### config.mk
export PLATFORM = sky130hd
export DESIGN_NAME = eth_top
export DESIGN_NICKNAME = d
export VERILOG_FILES = /design/src/design/eth_pkg.sv /design/src/design/eth_rx_parser.sv /design/src/design/eth_top.sv /design/src/design/eth_tx_framer.sv /design/src/design/udp_port_switch.sv
export SDC_FILE = /design/constraint.sdc
export NUM_CORES = 1
export LEC_CHECK = 0
export BUFFER_PORTS_ARGS = -buffer_cell sky130_fd_sc_hd__buf_2
export CAP_MARGIN = 20
export CORE_AREA = 2 2 275 277
export DETAILED_ROUTE_END_ITERATION = 8
export DIE_AREA = 0 0 277 279
export SLEW_MARGIN = 30
export SYNTH_ARGS = -nofsm -noshare
export SYNTH_HDL_FRONTEND = slang
export SYNTH_SLANG_ARGS = --single-unit
### constraint.sdc
create_clock -name clk -period 29 [get_ports clk]
set_input_delay 5.8 -clock clk [delete_from_list [all_inputs] [get_ports clk]]
set_output_delay 5.8 -clock clk [all_outputs]
set_load 0.02 [all_outputs]
### src/design/eth_pkg.sv
/*
 * UDP/IPv4 stack shared types
 * Stream beat, transmit and receive header structs, protocol constants
 * and the state encodings of the parser and framer
 */

package eth_pkg;

   // One byte of a frame or payload stream
   typedef struct packed {
      logic [7:0] data;
      logic       last;
   } byte_beat_t;

   // Transmit request from a user port
   typedef struct packed {
      logic [47:0] dst_mac;
      logic [31:0] dst_ip;
      logic [15:0] src_port;
      logic [15:0] dst_port;
      logic [15:0] length;  // UDP payload bytes
      logic [15:0] pad;
   } udp_tx_hdr_t;

   // Header of a received datagram
   typedef struct packed {
      logic [47:0] src_mac;
      logic [31:0] src_ip;
      logic [15:0] src_port;
      logic [15:0] dst_port;
      logic [15:0] length;  // UDP payload bytes
   } udp_rx_hdr_t;

   localparam logic [15:0] ETHERTYPE_IPV4 = 16'h0800;
   localparam logic [7:0]  IP_PROTO_UDP   = 8'd17;
   localparam int          HDR_BYTES      = 42;  // Ethernet 14, IPv4 20, UDP 8

   typedef enum logic [1:0] {
      RX_HDR,
      RX_PAYLOAD,
      RX_DROP
   } rx_state_e;

   typedef enum logic [1:0] {
      TX_IDLE,
      TX_HDR,
      TX_PAYLOAD
   } tx_state_e;

   // Port number table, entry 0 in the low bits
   localparam int MAX_PORTS = 8;
   typedef logic [MAX_PORTS-1:0][15:0] port_list_t;

endpackage

### src/design/eth_rx_parser.sv
/*
 * Receive parser
 * Checks and captures the Ethernet, IPv4 and UDP headers, then passes
 * the UDP payload trimmed to its length; other frames are drained
 */

`timescale 1ns/1ns

module eth_rx_parser (
   input  logic                 clk,
   input  logic                 rst_n,
   input  logic [47:0]          local_mac,
   input  logic [31:0]          local_ip,
   input  eth_pkg::byte_beat_t  mac_rx,
   input  logic                 mac_rx_valid,
   output logic                 mac_rx_ready,
   output eth_pkg::udp_rx_hdr_t hdr,
   output logic                 hdr_valid,
   input  logic                 hdr_ready,
   output eth_pkg::byte_beat_t  data,
   output logic                 data_valid,
   input  logic                 data_ready
);
   import eth_pkg::*;

   rx_state_e   state;
   logic [5:0]  cnt;        // Header byte index
   logic [15:0] remain;     // Payload bytes still to pass
   logic        mac_local;
   logic        mac_bcast;
   logic        fields_ok;
   logic        en_q;
   logic        take;
   logic [7:0]  b;

   assign take = mac_rx_valid && mac_rx_ready;
   assign b    = mac_rx.data;

   always_comb begin
      case (state)
         RX_HDR:     mac_rx_ready = en_q;
         RX_PAYLOAD: mac_rx_ready = data_ready && !hdr_valid;
         default:    mac_rx_ready = 1'b1;  // Drain
      endcase
   end

   // Payload goes straight through once the header is taken
   assign data_valid = (state == RX_PAYLOAD) && !hdr_valid && mac_rx_valid;
   assign data.data  = mac_rx.data;
   assign data.last  = mac_rx.last || (remain == 16'd1);

   always_ff @(posedge clk or negedge rst_n) begin
      if (!rst_n) begin
         state     <= RX_HDR;
         cnt       <= '0;
         remain    <= '0;
         mac_local <= 1'b1;
         mac_bcast <= 1'b1;
         fields_ok <= 1'b1;
         hdr_valid <= 1'b0;
         en_q      <= 1'b0;
      end else begin
         en_q <= 1'b1;
         if (hdr_valid && hdr_ready)
            hdr_valid <= 1'b0;
         case (state)
            RX_HDR: if (take) begin
               cnt <= cnt + 6'd1;
               case (cnt) inside
                  [6'd0:6'd5]: begin
                     if (b != local_mac[47 - 8*cnt -: 8]) mac_local <= 1'b0;
                     if (b != 8'hff) mac_bcast <= 1'b0;
                  end
                  6'd12:  if (b != ETHERTYPE_IPV4[15:8]) fields_ok <= 1'b0;
                  6'd13:  if (b != ETHERTYPE_IPV4[7:0]) fields_ok <= 1'b0;
                  6'd14:  if (b != 8'h45) fields_ok <= 1'b0;  // No options
                  6'd23:  if (b != IP_PROTO_UDP) fields_ok <= 1'b0;
                  [6'd30:6'd33]:
                     if (b != local_ip[31 - 8*(cnt - 6'd30) -: 8]) fields_ok <= 1'b0;
                  6'd39:  if ({hdr.length[7:0], b} <= 16'd8) fields_ok <= 1'b0;
                  default: ;
               endcase
               if (mac_rx.last || cnt == 6'd41) begin
                  // Frame header done or frame cut short
                  cnt       <= '0;
                  mac_local <= 1'b1;
                  mac_bcast <= 1'b1;
                  fields_ok <= 1'b1;
                  if (!mac_rx.last) begin
                     if ((mac_local || mac_bcast) && fields_ok) begin
                        hdr_valid <= 1'b1;
                        remain    <= hdr.length;
                        state     <= RX_PAYLOAD;
                     end else begin
                        state <= RX_DROP;
                     end
                  end
               end
            end
            RX_PAYLOAD: if (take) begin
               remain <= remain - 16'd1;
               if (data.last)
                  state <= mac_rx.last ? RX_HDR : RX_DROP;  // Skip Ethernet padding
            end
            default: if (take && mac_rx.last) state <= RX_HDR;
         endcase
      end
   end

   // Header fields shift in as their bytes arrive
   always_ff @(posedge clk) begin
      if (state == RX_HDR && take) begin
         case (cnt) inside
            [6'd6:6'd11]:  hdr.src_mac  <= {hdr.src_mac[39:0], b};
            [6'd26:6'd29]: hdr.src_ip   <= {hdr.src_ip[23:0], b};
            6'd34, 6'd35:  hdr.src_port <= {hdr.src_port[7:0], b};
            6'd36, 6'd37:  hdr.dst_port <= {hdr.dst_port[7:0], b};
            6'd38:         hdr.length   <= {8'h00, b};
            6'd39:         hdr.length   <= {hdr.length[7:0], b} - 16'd8;  // UDP header off
            default: ;
         endcase
      end
   end

endmodule

### src/design/eth_top.sv
/*
 * UDP/IPv4 over Ethernet stack top
 * Receive parser, transmit framer and the user port switch
 */

`timescale 1ns/1ns

module eth_top #(
   parameter int                  PORT_COUNT = 2,
   parameter eth_pkg::port_list_t PORTS      = {96'd0, 16'd5678, 16'd1234}
) (
   input  logic                                  clk,
   input  logic                                  rst_n,
   input  eth_pkg::byte_beat_t                   mac_rx,
   input  logic                                  mac_rx_valid,
   output logic                                  mac_rx_ready,
   output eth_pkg::byte_beat_t                   mac_tx,
   output logic                                  mac_tx_valid,
   input  logic                                  mac_tx_ready,
   input  eth_pkg::udp_tx_hdr_t [PORT_COUNT-1:0] udp_tx_hdr,
   input  logic [PORT_COUNT-1:0]                 udp_tx_hdr_valid,
   output logic [PORT_COUNT-1:0]                 udp_tx_hdr_ready,
   input  eth_pkg::byte_beat_t  [PORT_COUNT-1:0] udp_tx_data,
   input  logic [PORT_COUNT-1:0]                 udp_tx_data_valid,
   output logic [PORT_COUNT-1:0]                 udp_tx_data_ready,
   output eth_pkg::udp_rx_hdr_t [PORT_COUNT-1:0] udp_rx_hdr,
   output logic [PORT_COUNT-1:0]                 udp_rx_hdr_valid,
   input  logic [PORT_COUNT-1:0]                 udp_rx_hdr_ready,
   output eth_pkg::byte_beat_t  [PORT_COUNT-1:0] udp_rx_data,
   output logic [PORT_COUNT-1:0]                 udp_rx_data_valid,
   input  logic [PORT_COUNT-1:0]                 udp_rx_data_ready,
   input  logic [47:0]                           local_mac,
   input  logic [31:0]                           local_ip
);
   import eth_pkg::*;

   udp_rx_hdr_t rx_hdr;
   logic        rx_hdr_valid;
   logic        rx_hdr_ready;
   byte_beat_t  rx_data;
   logic        rx_data_valid;
   logic        rx_data_ready;
   udp_tx_hdr_t tx_hdr;
   logic        tx_hdr_valid;
   logic        tx_hdr_ready;
   byte_beat_t  tx_data;
   logic        tx_data_valid;
   logic        tx_data_ready;

   eth_rx_parser u_rx_parser (
      .clk          (clk),
      .rst_n        (rst_n),
      .local_mac    (local_mac),
      .local_ip     (local_ip),
      .mac_rx       (mac_rx),
      .mac_rx_valid (mac_rx_valid),
      .mac_rx_ready (mac_rx_ready),
      .hdr          (rx_hdr),
      .hdr_valid    (rx_hdr_valid),
      .hdr_ready    (rx_hdr_ready),
      .data         (rx_data),
      .data_valid   (rx_data_valid),
      .data_ready   (rx_data_ready)
   );

   eth_tx_framer u_tx_framer (
      .clk          (clk),
      .rst_n        (rst_n),
      .local_mac    (local_mac),
      .local_ip     (local_ip),
      .hdr          (tx_hdr),
      .hdr_valid    (tx_hdr_valid),
      .hdr_ready    (tx_hdr_ready),
      .data         (tx_data),
      .data_valid   (tx_data_valid),
      .data_ready   (tx_data_ready),
      .mac_tx       (mac_tx),
      .mac_tx_valid (mac_tx_valid),
      .mac_tx_ready (mac_tx_ready)
   );

   udp_port_switch #(
      .PORT_COUNT (PORT_COUNT),
      .PORTS      (PORTS)
   ) u_port_switch (
      .clk                 (clk),
      .rst_n               (rst_n),
      .user_tx_hdr         (udp_tx_hdr),
      .user_tx_hdr_valid   (udp_tx_hdr_valid),
      .user_tx_hdr_ready   (udp_tx_hdr_ready),
      .user_tx_data        (udp_tx_data),
      .user_tx_data_valid  (udp_tx_data_valid),
      .user_tx_data_ready  (udp_tx_data_ready),
      .user_rx_hdr         (udp_rx_hdr),
      .user_rx_hdr_valid   (udp_rx_hdr_valid),
      .user_rx_hdr_ready   (udp_rx_hdr_ready),
      .user_rx_data        (udp_rx_data),
      .user_rx_data_valid  (udp_rx_data_valid),
      .user_rx_data_ready  (udp_rx_data_ready),
      .stack_tx_hdr        (tx_hdr),
      .stack_tx_hdr_valid  (tx_hdr_valid),
      .stack_tx_hdr_ready  (tx_hdr_ready),
      .stack_tx_data       (tx_data),
      .stack_tx_data_valid (tx_data_valid),
      .stack_tx_data_ready (tx_data_ready),
      .stack_rx_hdr        (rx_hdr),
      .stack_rx_hdr_valid  (rx_hdr_valid),
      .stack_rx_hdr_ready  (rx_hdr_ready),
      .stack_rx_data       (rx_data),
      .stack_rx_data_valid (rx_data_valid),
      .stack_rx_data_ready (rx_data_ready)
   );

endmodule

### src/design/eth_tx_framer.sv
/*
 * Transmit framer
 * Builds the Ethernet, IPv4 and UDP headers with the IPv4 checksum,
 * then sends exactly the requested number of payload bytes
 */

`timescale 1ns/1ns

module eth_tx_framer (
   input  logic                 clk,
   input  logic                 rst_n,
   input  logic [47:0]          local_mac,
   input  logic [31:0]          local_ip,
   input  eth_pkg::udp_tx_hdr_t hdr,
   input  logic                 hdr_valid,
   output logic                 hdr_ready,
   input  eth_pkg::byte_beat_t  data,
   input  logic                 data_valid,
   output logic                 data_ready,
   output eth_pkg::byte_beat_t  mac_tx,
   output logic                 mac_tx_valid,
   input  logic                 mac_tx_ready
);
   import eth_pkg::*;

   tx_state_e                  state;
   udp_tx_hdr_t                hdr_q;
   logic [15:0]                csum;
   logic [5:0]                 idx;     // Header byte index
   logic [15:0]                remain;
   logic                       en_q;
   logic [15:0]                ip_len;
   logic [8*HDR_BYTES-1:0]     hdr_bytes;

   // Ones'-complement sum over the fixed and variable IPv4 header words
   function automatic logic [15:0] ip_csum(input logic [15:0] tot_len,
                                           input logic [31:0] src_ip,
                                           input logic [31:0] dst_ip);
      logic [19:0] sum;
      sum = 20'h4500 + 20'h4000 + 20'h4011 + tot_len
          + src_ip[31:16] + src_ip[15:0] + dst_ip[31:16] + dst_ip[15:0];
      sum = sum[15:0] + sum[19:16];
      sum = sum[15:0] + sum[19:16];
      return ~sum[15:0];
   endfunction

   assign ip_len    = hdr_q.length + 16'd28;
   assign hdr_ready = (state == TX_IDLE) && en_q;

   assign hdr_bytes = {
      hdr_q.dst_mac, local_mac, ETHERTYPE_IPV4,
      8'h45, 8'h00, ip_len,            // Version/IHL, TOS, total length
      16'h0000, 16'h4000,              // ID 0, DF set
      8'd64, IP_PROTO_UDP, csum,
      local_ip, hdr_q.dst_ip,
      hdr_q.src_port, hdr_q.dst_port,
      hdr_q.length + 16'd8, 16'h0000   // UDP checksum not used
   };

   always_comb begin
      mac_tx       = '0;
      mac_tx_valid = 1'b0;
      data_ready   = 1'b0;
      case (state)
         TX_HDR: begin
            mac_tx.data  = hdr_bytes[8*(HDR_BYTES - 1 - idx) +: 8];
            mac_tx_valid = 1'b1;
         end
         TX_PAYLOAD: begin
            mac_tx.data  = data.data;
            mac_tx.last  = (remain == 16'd1);  // Payload last is not trusted
            mac_tx_valid = data_valid;
            data_ready   = mac_tx_ready;
         end
         default: ;
      endcase
   end

   always_ff @(posedge clk or negedge rst_n) begin
      if (!rst_n) begin
         state  <= TX_IDLE;
         idx    <= '0;
         remain <= '0;
         en_q   <= 1'b0;
      end else begin
         en_q <= 1'b1;
         case (state)
            TX_IDLE: if (hdr_valid && hdr_ready) begin
               idx   <= '0;
               state <= TX_HDR;
            end
            TX_HDR: if (mac_tx_ready) begin
               idx <= idx + 6'd1;
               if (idx == 6'(HDR_BYTES - 1)) begin
                  remain <= hdr_q.length;
                  state  <= TX_PAYLOAD;
               end
            end
            default: if (mac_tx_valid && mac_tx_ready) begin
               remain <= remain - 16'd1;
               if (remain == 16'd1) state <= TX_IDLE;
            end
         endcase
      end
   end

   always_ff @(posedge clk) begin
      if (hdr_valid && hdr_ready) begin
         hdr_q <= hdr;
         csum  <= ip_csum(hdr.length + 16'd28, local_ip, hdr.dst_ip);
      end
   end

endmodule

### src/design/udp_port_switch.sv
/*
 * UDP port switch
 * Round-robin transmit arbitration over the user ports, one frame per
 * grant, and receive steering by destination port number
 */

`timescale 1ns/1ns

module udp_port_switch #(
   parameter int                  PORT_COUNT = 2,
   parameter eth_pkg::port_list_t PORTS      = '0
) (
   input  logic                                  clk,
   input  logic                                  rst_n,
   input  eth_pkg::udp_tx_hdr_t [PORT_COUNT-1:0] user_tx_hdr,
   input  logic [PORT_COUNT-1:0]                 user_tx_hdr_valid,
   output logic [PORT_COUNT-1:0]                 user_tx_hdr_ready,
   input  eth_pkg::byte_beat_t  [PORT_COUNT-1:0] user_tx_data,
   input  logic [PORT_COUNT-1:0]                 user_tx_data_valid,
   output logic [PORT_COUNT-1:0]                 user_tx_data_ready,
   output eth_pkg::udp_rx_hdr_t [PORT_COUNT-1:0] user_rx_hdr,
   output logic [PORT_COUNT-1:0]                 user_rx_hdr_valid,
   input  logic [PORT_COUNT-1:0]                 user_rx_hdr_ready,
   output eth_pkg::byte_beat_t  [PORT_COUNT-1:0] user_rx_data,
   output logic [PORT_COUNT-1:0]                 user_rx_data_valid,
   input  logic [PORT_COUNT-1:0]                 user_rx_data_ready,
   output eth_pkg::udp_tx_hdr_t                  stack_tx_hdr,
   output logic                                  stack_tx_hdr_valid,
   input  logic                                  stack_tx_hdr_ready,
   output eth_pkg::byte_beat_t                   stack_tx_data,
   output logic                                  stack_tx_data_valid,
   input  logic                                  stack_tx_data_ready,
   input  eth_pkg::udp_rx_hdr_t                  stack_rx_hdr,
   input  logic                                  stack_rx_hdr_valid,
   output logic                                  stack_rx_hdr_ready,
   input  eth_pkg::byte_beat_t                   stack_rx_data,
   input  logic                                  stack_rx_data_valid,
   output logic                                  stack_rx_data_ready
);
   localparam int IW = (PORT_COUNT > 1) ? $clog2(PORT_COUNT) : 1;

   logic [IW-1:0] rr;        // First port to look at
   logic [IW-1:0] gnt;
   logic [IW-1:0] pick;
   logic          found;
   logic          tx_busy;
   logic [IW-1:0] route;
   logic [IW-1:0] hit_idx;
   logic          hit;
   logic          rx_busy;
   logic          discard;

   always_comb begin
      pick  = rr;
      found = 1'b0;
      for (int i = PORT_COUNT - 1; i >= 0; i--) begin  // Nearest to rr wins
         if (user_tx_hdr_valid[(int'(rr) + i) % PORT_COUNT]) begin
            pick  = IW'((int'(rr) + i) % PORT_COUNT);
            found = 1'b1;
         end
      end
   end

   always_comb begin
      hit     = 1'b0;
      hit_idx = '0;
      for (int i = PORT_COUNT - 1; i >= 0; i--) begin
         if (stack_rx_hdr.dst_port == PORTS[i]) begin
            hit     = 1'b1;
            hit_idx = IW'(i);
         end
      end
   end

   assign stack_tx_hdr        = user_tx_hdr[gnt];
   assign stack_tx_hdr_valid  = tx_busy && user_tx_hdr_valid[gnt];
   assign stack_tx_data       = user_tx_data[gnt];
   assign stack_tx_data_valid = tx_busy && user_tx_data_valid[gnt];

   assign stack_rx_hdr_ready  = rx_busy && (discard || user_rx_hdr_ready[route]);
   assign stack_rx_data_ready = rx_busy && (discard || user_rx_data_ready[route]);

   always_comb begin
      for (int i = 0; i < PORT_COUNT; i++) begin
         user_tx_hdr_ready[i]  = tx_busy && gnt == IW'(i) && stack_tx_hdr_ready;
         user_tx_data_ready[i] = tx_busy && gnt == IW'(i) && stack_tx_data_ready;
         user_rx_hdr[i]        = stack_rx_hdr;
         user_rx_data[i]       = stack_rx_data;
         user_rx_hdr_valid[i]  = rx_busy && !discard && route == IW'(i) && stack_rx_hdr_valid;
         user_rx_data_valid[i] = rx_busy && !discard && route == IW'(i) && stack_rx_data_valid;
      end
   end

   always_ff @(posedge clk or negedge rst_n) begin
      if (!rst_n) begin
         rr      <= '0;
         gnt     <= '0;
         tx_busy <= 1'b0;
         route   <= '0;
         discard <= 1'b0;
         rx_busy <= 1'b0;
      end else begin
         if (!tx_busy && found) begin
            gnt     <= pick;
            tx_busy <= 1'b1;
         end else if (stack_tx_data_valid && stack_tx_data_ready && stack_tx_data.last) begin
            tx_busy <= 1'b0;
            rr      <= (gnt == IW'(PORT_COUNT - 1)) ? '0 : gnt + 1'b1;
         end
         if (!rx_busy && stack_rx_hdr_valid) begin
            route   <= hit_idx;
            discard <= !hit;   // Unlisted port
            rx_busy <= 1'b1;
         end else if (stack_rx_data_valid && stack_rx_data_ready && stack_rx_data.last) begin
            rx_busy <= 1'b0;
         end
      end
   end

endmodule

==> out/qor.csv, run 1 <==
metric,value,unit
yosys_warnings,0,
comb_power_share,0.686,
rsz0062_at_grt,no,
cts_inserted_buffers,43,
setup_viol,0,
num_rows,100,
grtUsageMet1,0.236,
dp_cells,3384,
instances_no_fill,3463,
hold-path-cell-count,0,
hold_violations,0,
setup_ws,13.67,ns
grtUsageTotal,0.197,
worst_r2r_path_depth,38,
synthAdderAreaFrac,0.0737,
first_pass_iters,5,
syn-num-nets,2462,
critPathCaptureType,register,
p_leak,10.8,nW
synth_xor_area_frac,0.0430,
wl_per_cell,23.0,um
pwr-share-seq,0.180,
synth_area,21900,um^2
ys_types,83,
ys_ff_latch,331,
fin_worst_skew,0.0143,ns
cts_sinks,331,
fin_util,0.361,
core_area,74100,um^2
grt_pass1_wl,112,mm
r2r_setup_slack,17.91,ns
p_switching,1.92,mW
synth_compound_area_frac,0.107,
yosys-mux-area-fraction,0.147,
gr-total-overflow,0,
fin_area,26800,um^2
vias,17600,
postCtsHoldBufs,0,
grt_pass1_vias,16900,
crit_buf_inv,6,
finalNetCount,2967,
crit_fanout,8,
maxSlewViolCount,0,
synth_top_area_share,0.373,
drt_wl_total,79.8,mm
place.port_buffers,667,
yosysSeqAreaShare,0.440,
min_to,u_rx_parser.hdr[43],
post_cts_buffers,0,
swShare,0.477,
avgSynthCellArea,11.2,um^2
fmax,65.2,MHz
synth_edf_count,272,
antenna_found_initial,9,
crit_arrival,15.63,ns
async_flop_share,0.178,
root_buffer,clkbuf_16,
worstMarginPinSlew,0.900,ns
netlist_instances,1956,
area_delta_synth_final,22.0,%
synth_ff_type,edfxtp_1,
use_met3,0.0366,
cts-resized-gates,0,
hold_class,reg2reg,
power.ir.vdd_worst,0.156,mV
yosys-top-cells-area,"edfxtp_1 (37%), mux2_2 (7.0%), dfrtp_1 (6.4%)",
drt_iter0_drc,1237,
grt_busiest_layer,met2,
setup.worst_path.class,in2reg,
finalCritPeriodShare,0.529,
startpoint_type,input port,
clk_pin_slew,0.05,ns
drive_gt1_frac,0.391,
cp.required,29.31,ns
max_cap_violations,0,
die_area,77300,um^2
crit_family,adder cells,
dieHeight,279,um
synth_top_cell_by_area,edfxtp_1,
cts_tree,built,
clock_path_buffers,3,
ant_nets,0,
start_util,0.296,
cpMaxStageDelayCell,fa_1,
grt_use_met2,0.358,
final.min_clock_period,15.33,ns
max_stage_delay,0.52,ns
r2r_end,u_tx_framer.csum[15],
htreeDepth,2,
drc_errors,0,
synth-simple-area-share,0.103,
slew-limit-headroom,0.397,
io_pins,700,
grt_max_degree,88,
power_density,150,nW/um^2
place_hpwl,63.0,mm
intPower,2.11,mW
clock_latency,0.58,ns
diodes,0,
hold_start,u_rx_parser.hdr[35],
tns,0,ns
place_congestion,0.921,
regToRegStartpoint,u_port_switch.gnt,
synth_top_family_by_area,multiplexers,
pre_cts_ws,13.21,ns
pwr-share-clk,0.134,
placed_cell_area,25300,um^2
die_w,277,um
via_per_inst,5.08,
status,finished clean,
==> layer usage <==
metal,vias to the layer above,wire length (um)
met3,115,5390
met4,6,2380
li1,8101,-
met2,743,41100
met5,-,38
met1,8618,30900
==> registers in the layout, summed over array words and instances (netlist names), 2 cells and up <==
name                   cells
u_rx_parser.hdr          128
u_tx_framer.hdr_bytes    112
u_rx_parser.remain        16
u_tx_framer.csum          16
u_tx_framer.hdr_q         16
u_tx_framer.remain        16
u_rx_parser.cnt            6
u_tx_framer.idx            6
u_rx_parser.state          2
u_tx_framer.state          2
==> cells in the final DEF, fill, tap and decap left out, types with 56 or more instances in the layout <==
master	n
buf_2	667
edfxtp_1	272
mux2_2	137
inv_1	120
nand2_1	112
nor2_1	106
o21ai_0	98
a21oi_1	94
xnor2_1	67
nor3_1	56
==> Yosys cell counts, drive strengths merged, types with 5 or more instances <==
library cell,count
nand3b,7
mux2i,48
or2,5
mux4,53
o31ai,6
o32ai,7
buf,160
a21oi,95
a22o,5
nor3b,5
o211ai,12
nor3,56
a22oi,24
nor2,108
nand2b,14
nand3,52
inv,121
and2,7
a31oi,21
nand2,112
nor2b,7
clkbuf,75
mux2,137
nor4,15
o21a,9
dfrtp,56
nor4bb,7
a221oi,5
ha,50
or4,5
fa,49
or3,10
and3,15
xnor2,68
o21ai,99
xor2,37
o22ai,15
nand4,15
a21o,11
edfxtp,272
a211oi,8
==> power by group through the flow <==
stage	Clock, mW	Sequential (mW)	Combinational [mW]
floorplan	0	0.716	2.07
global placement	0	0.733	2.72
detailed placement	0	0.734	2.73
CTS	0.554	0.725	2.75
global route	0.572	0.731	3.04
finish	0.540	0.725	2.76
==> layout make-up <==
class                   count  area (um^2)
fillers                  7378        47300
multi-input cells        1269        10400
flip-flops and latches    331         9660
repair buffers            695         3580
well taps                 969         1210
clock buffers              57         1160
inverters                 121          459
clock inverters            21          256
==> through the flow <==
stage	total power [mW]	hold WS, ns
2_1_floorplan	2.78	0.471
3_3_place_gp	3.46	0.453
3_5_place_dp	3.46	0.452
4_1_cts	4.03	0.466
5_1_grt	4.34	0.473
6_report	4.02	0.462
==> worst register-to-register path, delay by kind of cell, from the launching register on <==
family / cells / cell delay [ns]
DFF: 1 / 0.45
AOI/OAI and AO/OA: 10 / 2.03
muxes: 1 / 0.67
adders and majority gates: 6 / 2.56
and+or+nand+nor: 12 / 2.83
xor gates and xnor gates: 4 / 1.19
buffers and inverters: 5 / 1.09
==> kinds of logic (layout without fill, tap and decap cells) <==
kind of cell,count (synthesis),count (layout)
AND/OR/NAND/NOR,454,454
XOR/XNOR,106,106
other,1,1
AO/OA/AOI/OAI,370,370
multiplexers,238,238
flip-flops,331,331
buffers and inverters,356,894
adder cells (fa/ha/maj),100,100
==> how the worst max path moves through the flow <==
stage                               start  slack, ns  depth (start not counted)                    to
after floorplan           udp_tx_hdr[162]      14.64                         38  u_tx_framer.csum[15]
after global placement    udp_tx_hdr[162]      13.30                         40  u_tx_framer.csum[15]
after detailed placement  udp_tx_hdr[162]      13.21                         40  u_tx_framer.csum[15]
after CTS                 udp_tx_hdr[162]      13.81                         40  u_tx_framer.csum[15]
after global routing      udp_tx_hdr[162]      13.07                         40  u_tx_framer.csum[15]
final                     udp_tx_hdr[162]      13.67                         40  u_tx_framer.csum[15]
No activity file was read; power rests on OpenSTA's default activity.
==> run 2: changes to the inputs <==
==> constraint.sdc (replaced) <==
create_clock -name clk -period 13.6 [get_ports clk]
set_input_delay 2.72 -clock clk [delete_from_list [all_inputs] [get_ports clk]]
set_output_delay 2.72 -clock clk [all_outputs]
set_load 0.02 [all_outputs]
==> out/qor.csv, run 2 (synthesis gave the netlist of run 1 again) <==
metric,value,unit,change
drc_errors,0,,unchanged
maxSlewViolCount,0,,unchanged
pre_cts_ws,1.04,ns,-12.17 ns
wl_per_cell,23.0,um,-0.21%
place_hpwl,63.4,mm,+0.62%
grt_pass1_wl,113,mm,+0.21%
first_pass_iters,6,,+1
postCtsHoldBufs,0,,unchanged
finalNetCount,2965,,-0.067%
setup_viol,0,,unchanged
startpoint_type,input port,,
cts_inserted_buffers,41,,-4.7%
num_rows,100,,unchanged
die_w,277,um,unchanged
grtUsageTotal,0.197,,about the same
tns,0,ns,unchanged
hold_ws,0.464,ns,+0.00241 ns
placed_cell_area,25300,um^2,about the same
p_leak,10.8,nW,-0.32%
hold_violations,0,,unchanged
crit_fanout,6,,-2
finalCritPeriodShare,0.888,,
drt_wl_total,79.6,mm,-0.24%
cts_tree,built,,
via_per_inst,5.06,,-0.30%
final_common_cell,buf_2,,
setup_ws,1.52,ns,-12.15 ns
mostFrequentLayoutCells,"buf_2 (667), edfxtp_1 (272), mux2_2 (137)",,
place.port_buffers,667,,unchanged
worstMarginPinSlew,0.960,ns,+0.0602 ns
largest_register_ffs,128,,unchanged
clock_latency,0.58,ns,about the same
antenna_found_initial,10,,+1
status,finished clean,,
fin_worst_skew,0.0211,ns,+0.00683 ns
clock_path_buffers,3,,unchanged
slew-limit-headroom,0.357,,-0.0397
root_buffer,clkbuf_16,,
grt_max_degree,88,,unchanged
crit_family,adder cells,,
setup.worst_path.class,in2reg,,
gr-total-overflow,0,,unchanged
power_density,322,nW/um^2,+110%
fmax,82.8,MHz,
clk_pin_slew,0.06,ns,about the same
grt_pass1_vias,16900,,-0.34%
cp.required,13.92,ns,-15.39 ns
ant_nets,0,,unchanged
fin_area,26700,um^2,-0.15%
hold_class,reg2reg,,
io_pins,700,,unchanged
dieHeight,279,um,unchanged
drt_iter0_drc,1165,,-5.8%
final.min_clock_period,12.08,ns,
core_area,74100,um^2,unchanged
cpMaxStageDelayCell,fa_1,,
crit_arrival,12.40,ns,-3.23 ns
post_cts_buffers,0,,unchanged
drive_gt1_frac,0.391,,about the same
htreeDepth,2,,unchanged
top_register,u_rx_parser.hdr,,
power.ir.vdd_worst,0.419,mV,+170%
critPathCaptureType,register,,
vias,17500,,-0.33%
area_delta_synth_final,21.9,%,
r2r_setup_slack,2.68,ns,-15.23 ns
rsz0062_at_grt,no,,
die_area,77300,um^2,unchanged
crit_buf_inv,5,,-1
cts-resized-gates,0,,unchanged
start_util,0.296,,unchanged
max_cap_violations,0,,unchanged
cts_sinks,331,,unchanged
place_congestion,0.909,,-1.2%
max_stage_delay,0.53,ns,about the same
## run 2: cell count changes in the layout (fill, tap and decap cells not counted), moves of 2 or more
cell	change
diode_2	+2
clkbuf_8	-2
clkbuf_16	-2
clkinvlp_4	+3
clkbuf_1	-2
clkinv_2	-2
clkinv_8	-2
## run 2: power by group
| group | internal, mW | total [mW] | switching, mW | leakage, nW |
|---|---|---|---|---|
| logic | 2.36 | 5.92 | 3.56 | 6.95 |
| registers | 1.45 | 1.56 | 0.106 | 3.19 |
| clock network | 0.663 | 1.13 | 0.465 | 0.652 |
| total | 4.48 | 8.61 | 4.13 | 10.8 |
## run 2: layout make-up
type | count | area, um^2
Timing Repair Buffer | 695 | 3580
Inverter | 121 | 459
Fill cell | 7415 | 47400
Clock buffer | 51 | 1070
Clock inverter | 24 | 290
Sequential cell | 331 | 9660
Multi-Input combinational cell | 1269 | 10400
Antenna cell | 2 | 5.00
Tap cell | 969 | 1210
## run 2: final timing paths
kind,start,end,cells past startpoint
min reg2reg,u_rx_parser.hdr[103],u_rx_parser.hdr[111],0
min,u_rx_parser.hdr[103],u_rx_parser.hdr[111],0
max,udp_tx_hdr[162],u_tx_framer.csum[15],39
min in group asynchronous,rst_n,u_rx_parser.remain[12],2
max in group asynchronous,rst_n,u_port_switch.gnt,2
max reg2reg,u_port_switch.gnt,u_tx_framer.csum[15],37
## run 2: metrics by stage
step,total power [mW],std cells,util
after floorplan,5.93,1956,-
after global placement,7.39,3384,0.342
after detailed placement,7.42,3384,0.342
after CTS,8.61,3459,0.360
after global routing,9.30,3461,0.361
final,8.61,3462,0.361
## run 2: routing by layer
metal | up-vias | share of wire | track usage
li1 | 8096 | - | -
met1 | 8541 | 0.40 | 0.239
met2 | 763 | 0.52 | 0.357
met3 | 121 | 0.058 | 0.0301
met4 | 4 | 0.031 | 0.0656
met5 | - | 0.00034 | 0
==> run 3: changes to the inputs <==
==> constraint.sdc (replaced) <==
create_clock -name clk -period 13.5 [get_ports clk]
set_input_delay 2.7 -clock clk [delete_from_list [all_inputs] [get_ports clk]]
set_output_delay 2.7 -clock clk [all_outputs]
set_load 0.02 [all_outputs]
==> out/qor.csv, run 3 (synthesis gave the netlist of run 1 again) <==
metric,value,unit,change
tns,0,ns,unchanged
cts_inserted_buffers,41,,unchanged
maxSlewViolCount,0,,unchanged
gr-total-overflow,0,,unchanged
crit_buf_inv,5,,unchanged
max_cap_violations,0,,unchanged
fin_worst_skew,0.0196,ns,-0.00154 ns
finalNetCount,2964,,-0.034%
dieHeight,279,um,unchanged
hold_start,u_rx_parser.hdr[100],,
regToRegStartpoint,u_port_switch.gnt,,
start_util,0.296,,unchanged
drt_wl_total,79.2,mm,-0.41%
setup_viol,0,,unchanged
worstMarginPinSlew,0.952,ns,-0.00807 ns
hold_violations,0,,unchanged
post_cts_buffers,0,,unchanged
power.ir.vdd_worst,0.439,mV,+4.8%
num_rows,100,,unchanged
crit_family,adder cells,,
crit_fanout,6,,unchanged
first_pass_iters,5,,-1
die_area,77300,um^2,unchanged
clock_path_buffers,3,,unchanged
r2r_setup_slack,2.58,ns,-0.10 ns
finalCritPeriodShare,0.889,,
postCtsHoldBufs,0,,unchanged
core_area,74100,um^2,unchanged
rsz0062_at_grt,no,,
crit_arrival,12.30,ns,-0.10 ns
grt_pass1_wl,113,mm,+0.51%
mostFrequentLayoutCells,"buf_2 (667), edfxtp_1 (272), mux2_2 (137)",,
via_per_inst,5.07,,+0.15%
root_buffer,clkbuf_16,,
drt_iter0_drc,1164,,-0.086%
r2r_end,u_tx_framer.csum[15],,
final_common_cell,buf_2,,
power_density,323,nW/um^2,+0.35%
place.port_buffers,667,,unchanged
cpMaxStageDelayCell,fa_1,,
htreeDepth,2,,unchanged
startpoint_type,input port,,
setup.worst_path.class,in2reg,,
antenna_found_initial,6,,-4
largest_register_ffs,128,,unchanged
max_stage_delay,0.52,ns,about the same
clk_pin_slew,0.06,ns,about the same
p_leak,10.8,nW,-0.15%
wl_per_cell,22.9,um,-0.38%
min_to,u_rx_parser.hdr[108],,
slew-limit-headroom,0.363,,+0.00540
drive_gt1_frac,0.390,,-0.000803
grt_max_degree,88,,unchanged
grt_pass1_vias,17100,,+1.1%
place_hpwl,63.1,mm,-0.40%
top_register,u_rx_parser.hdr,,
worst_r2r_path_depth,38,,+2.7%
drc_errors,0,,unchanged
instances_no_fill,3461,,-0.029%
dp_cells,3383,,-0.030%
cts_tree,built,,
cts-resized-gates,0,,unchanged
ant_nets,0,,unchanged
place_congestion,0.918,,+0.95%
critPathCaptureType,register,,
cts_sinks,331,,unchanged
clock_latency,0.57,ns,about the same
area_delta_synth_final,21.7,%,
grtUsageTotal,0.197,,about the same
vias,17500,,+0.12%
fmax,83.3,MHz,
hold-path-cell-count,0,,unchanged
die_w,277,um,unchanged
final.min_clock_period,12.00,ns,
status,finished clean,,
cp.required,13.79,ns,-0.13 ns
io_pins,700,,unchanged
hold_class,reg2reg,,
[run 3: changes by cell type in the layout (fill, tap and decap cells not counted)]
cell        change
xnor2_2         +1
inv_8           -1
clkinv_1        +3
inv_6           +1
clkinvlp_4      -1
buf_4           -1
clkinv_4        -1
xnor2_1         -1
clkbuf_8        +3
clkinv_2        -1
diode_2         -1
bufinv_16       -2
[run 3: cell type report]
| class | count | area [um^2] |
|---|---|---|
| fillers | 7363 | 47400 |
| multi-input cells | 1269 | 10400 |
| flip-flops and latches | 331 | 9660 |
| repair buffers | 694 | 3570 |
| well taps | 969 | 1210 |
| clock buffers | 54 | 1110 |
| inverters | 121 | 459 |
| clock inverters | 22 | 218 |
| diodes | 1 | 2.50 |
[run 3: worst max path at each step]
stage | startpoint | end | cells after the start
after floorplan | udp_tx_hdr[162] | u_tx_framer.csum[15] | 38
after global placement | udp_tx_hdr[162] | u_tx_framer.csum[15] | 39
after detailed placement | udp_tx_hdr[162] | u_tx_framer.csum[15] | 39
after CTS | udp_tx_hdr[162] | u_tx_framer.csum[15] | 39
after global routing | udp_tx_hdr[162] | u_tx_framer.csum[15] | 39
final | udp_tx_hdr[162] | u_tx_framer.csum[15] | 39
[run 3: per-layer routing]
metal,wire length [um],global-route usage,vias to the layer above
met2,40600,0.356,794
met1,30800,0.238,8529
met5,13,0,-
met3,5330,0.0349,118
met4,2510,0.0640,2
li1,-,-,8103
[run 3: through the flow]
step	util	hold slack (ns)	cell area, um^2	power (mW)	setup WS, ns
after floorplan	-	0.471	21900	5.98	2.24
after global placement	0.341	0.451	25300	7.47	1.04
after detailed placement	0.342	0.453	25300	7.48	0.993
after CTS	0.360	0.465	26600	8.63	1.57
after global routing	0.360	0.475	26700	9.34	0.799
final	0.360	0.463	26700	8.63	1.50
[run 3: report_power, final]
group,internal (mW),switching (mW)
Sequential,1.46,0.124
Clock,0.645,0.453
Combinational,2.38,3.57
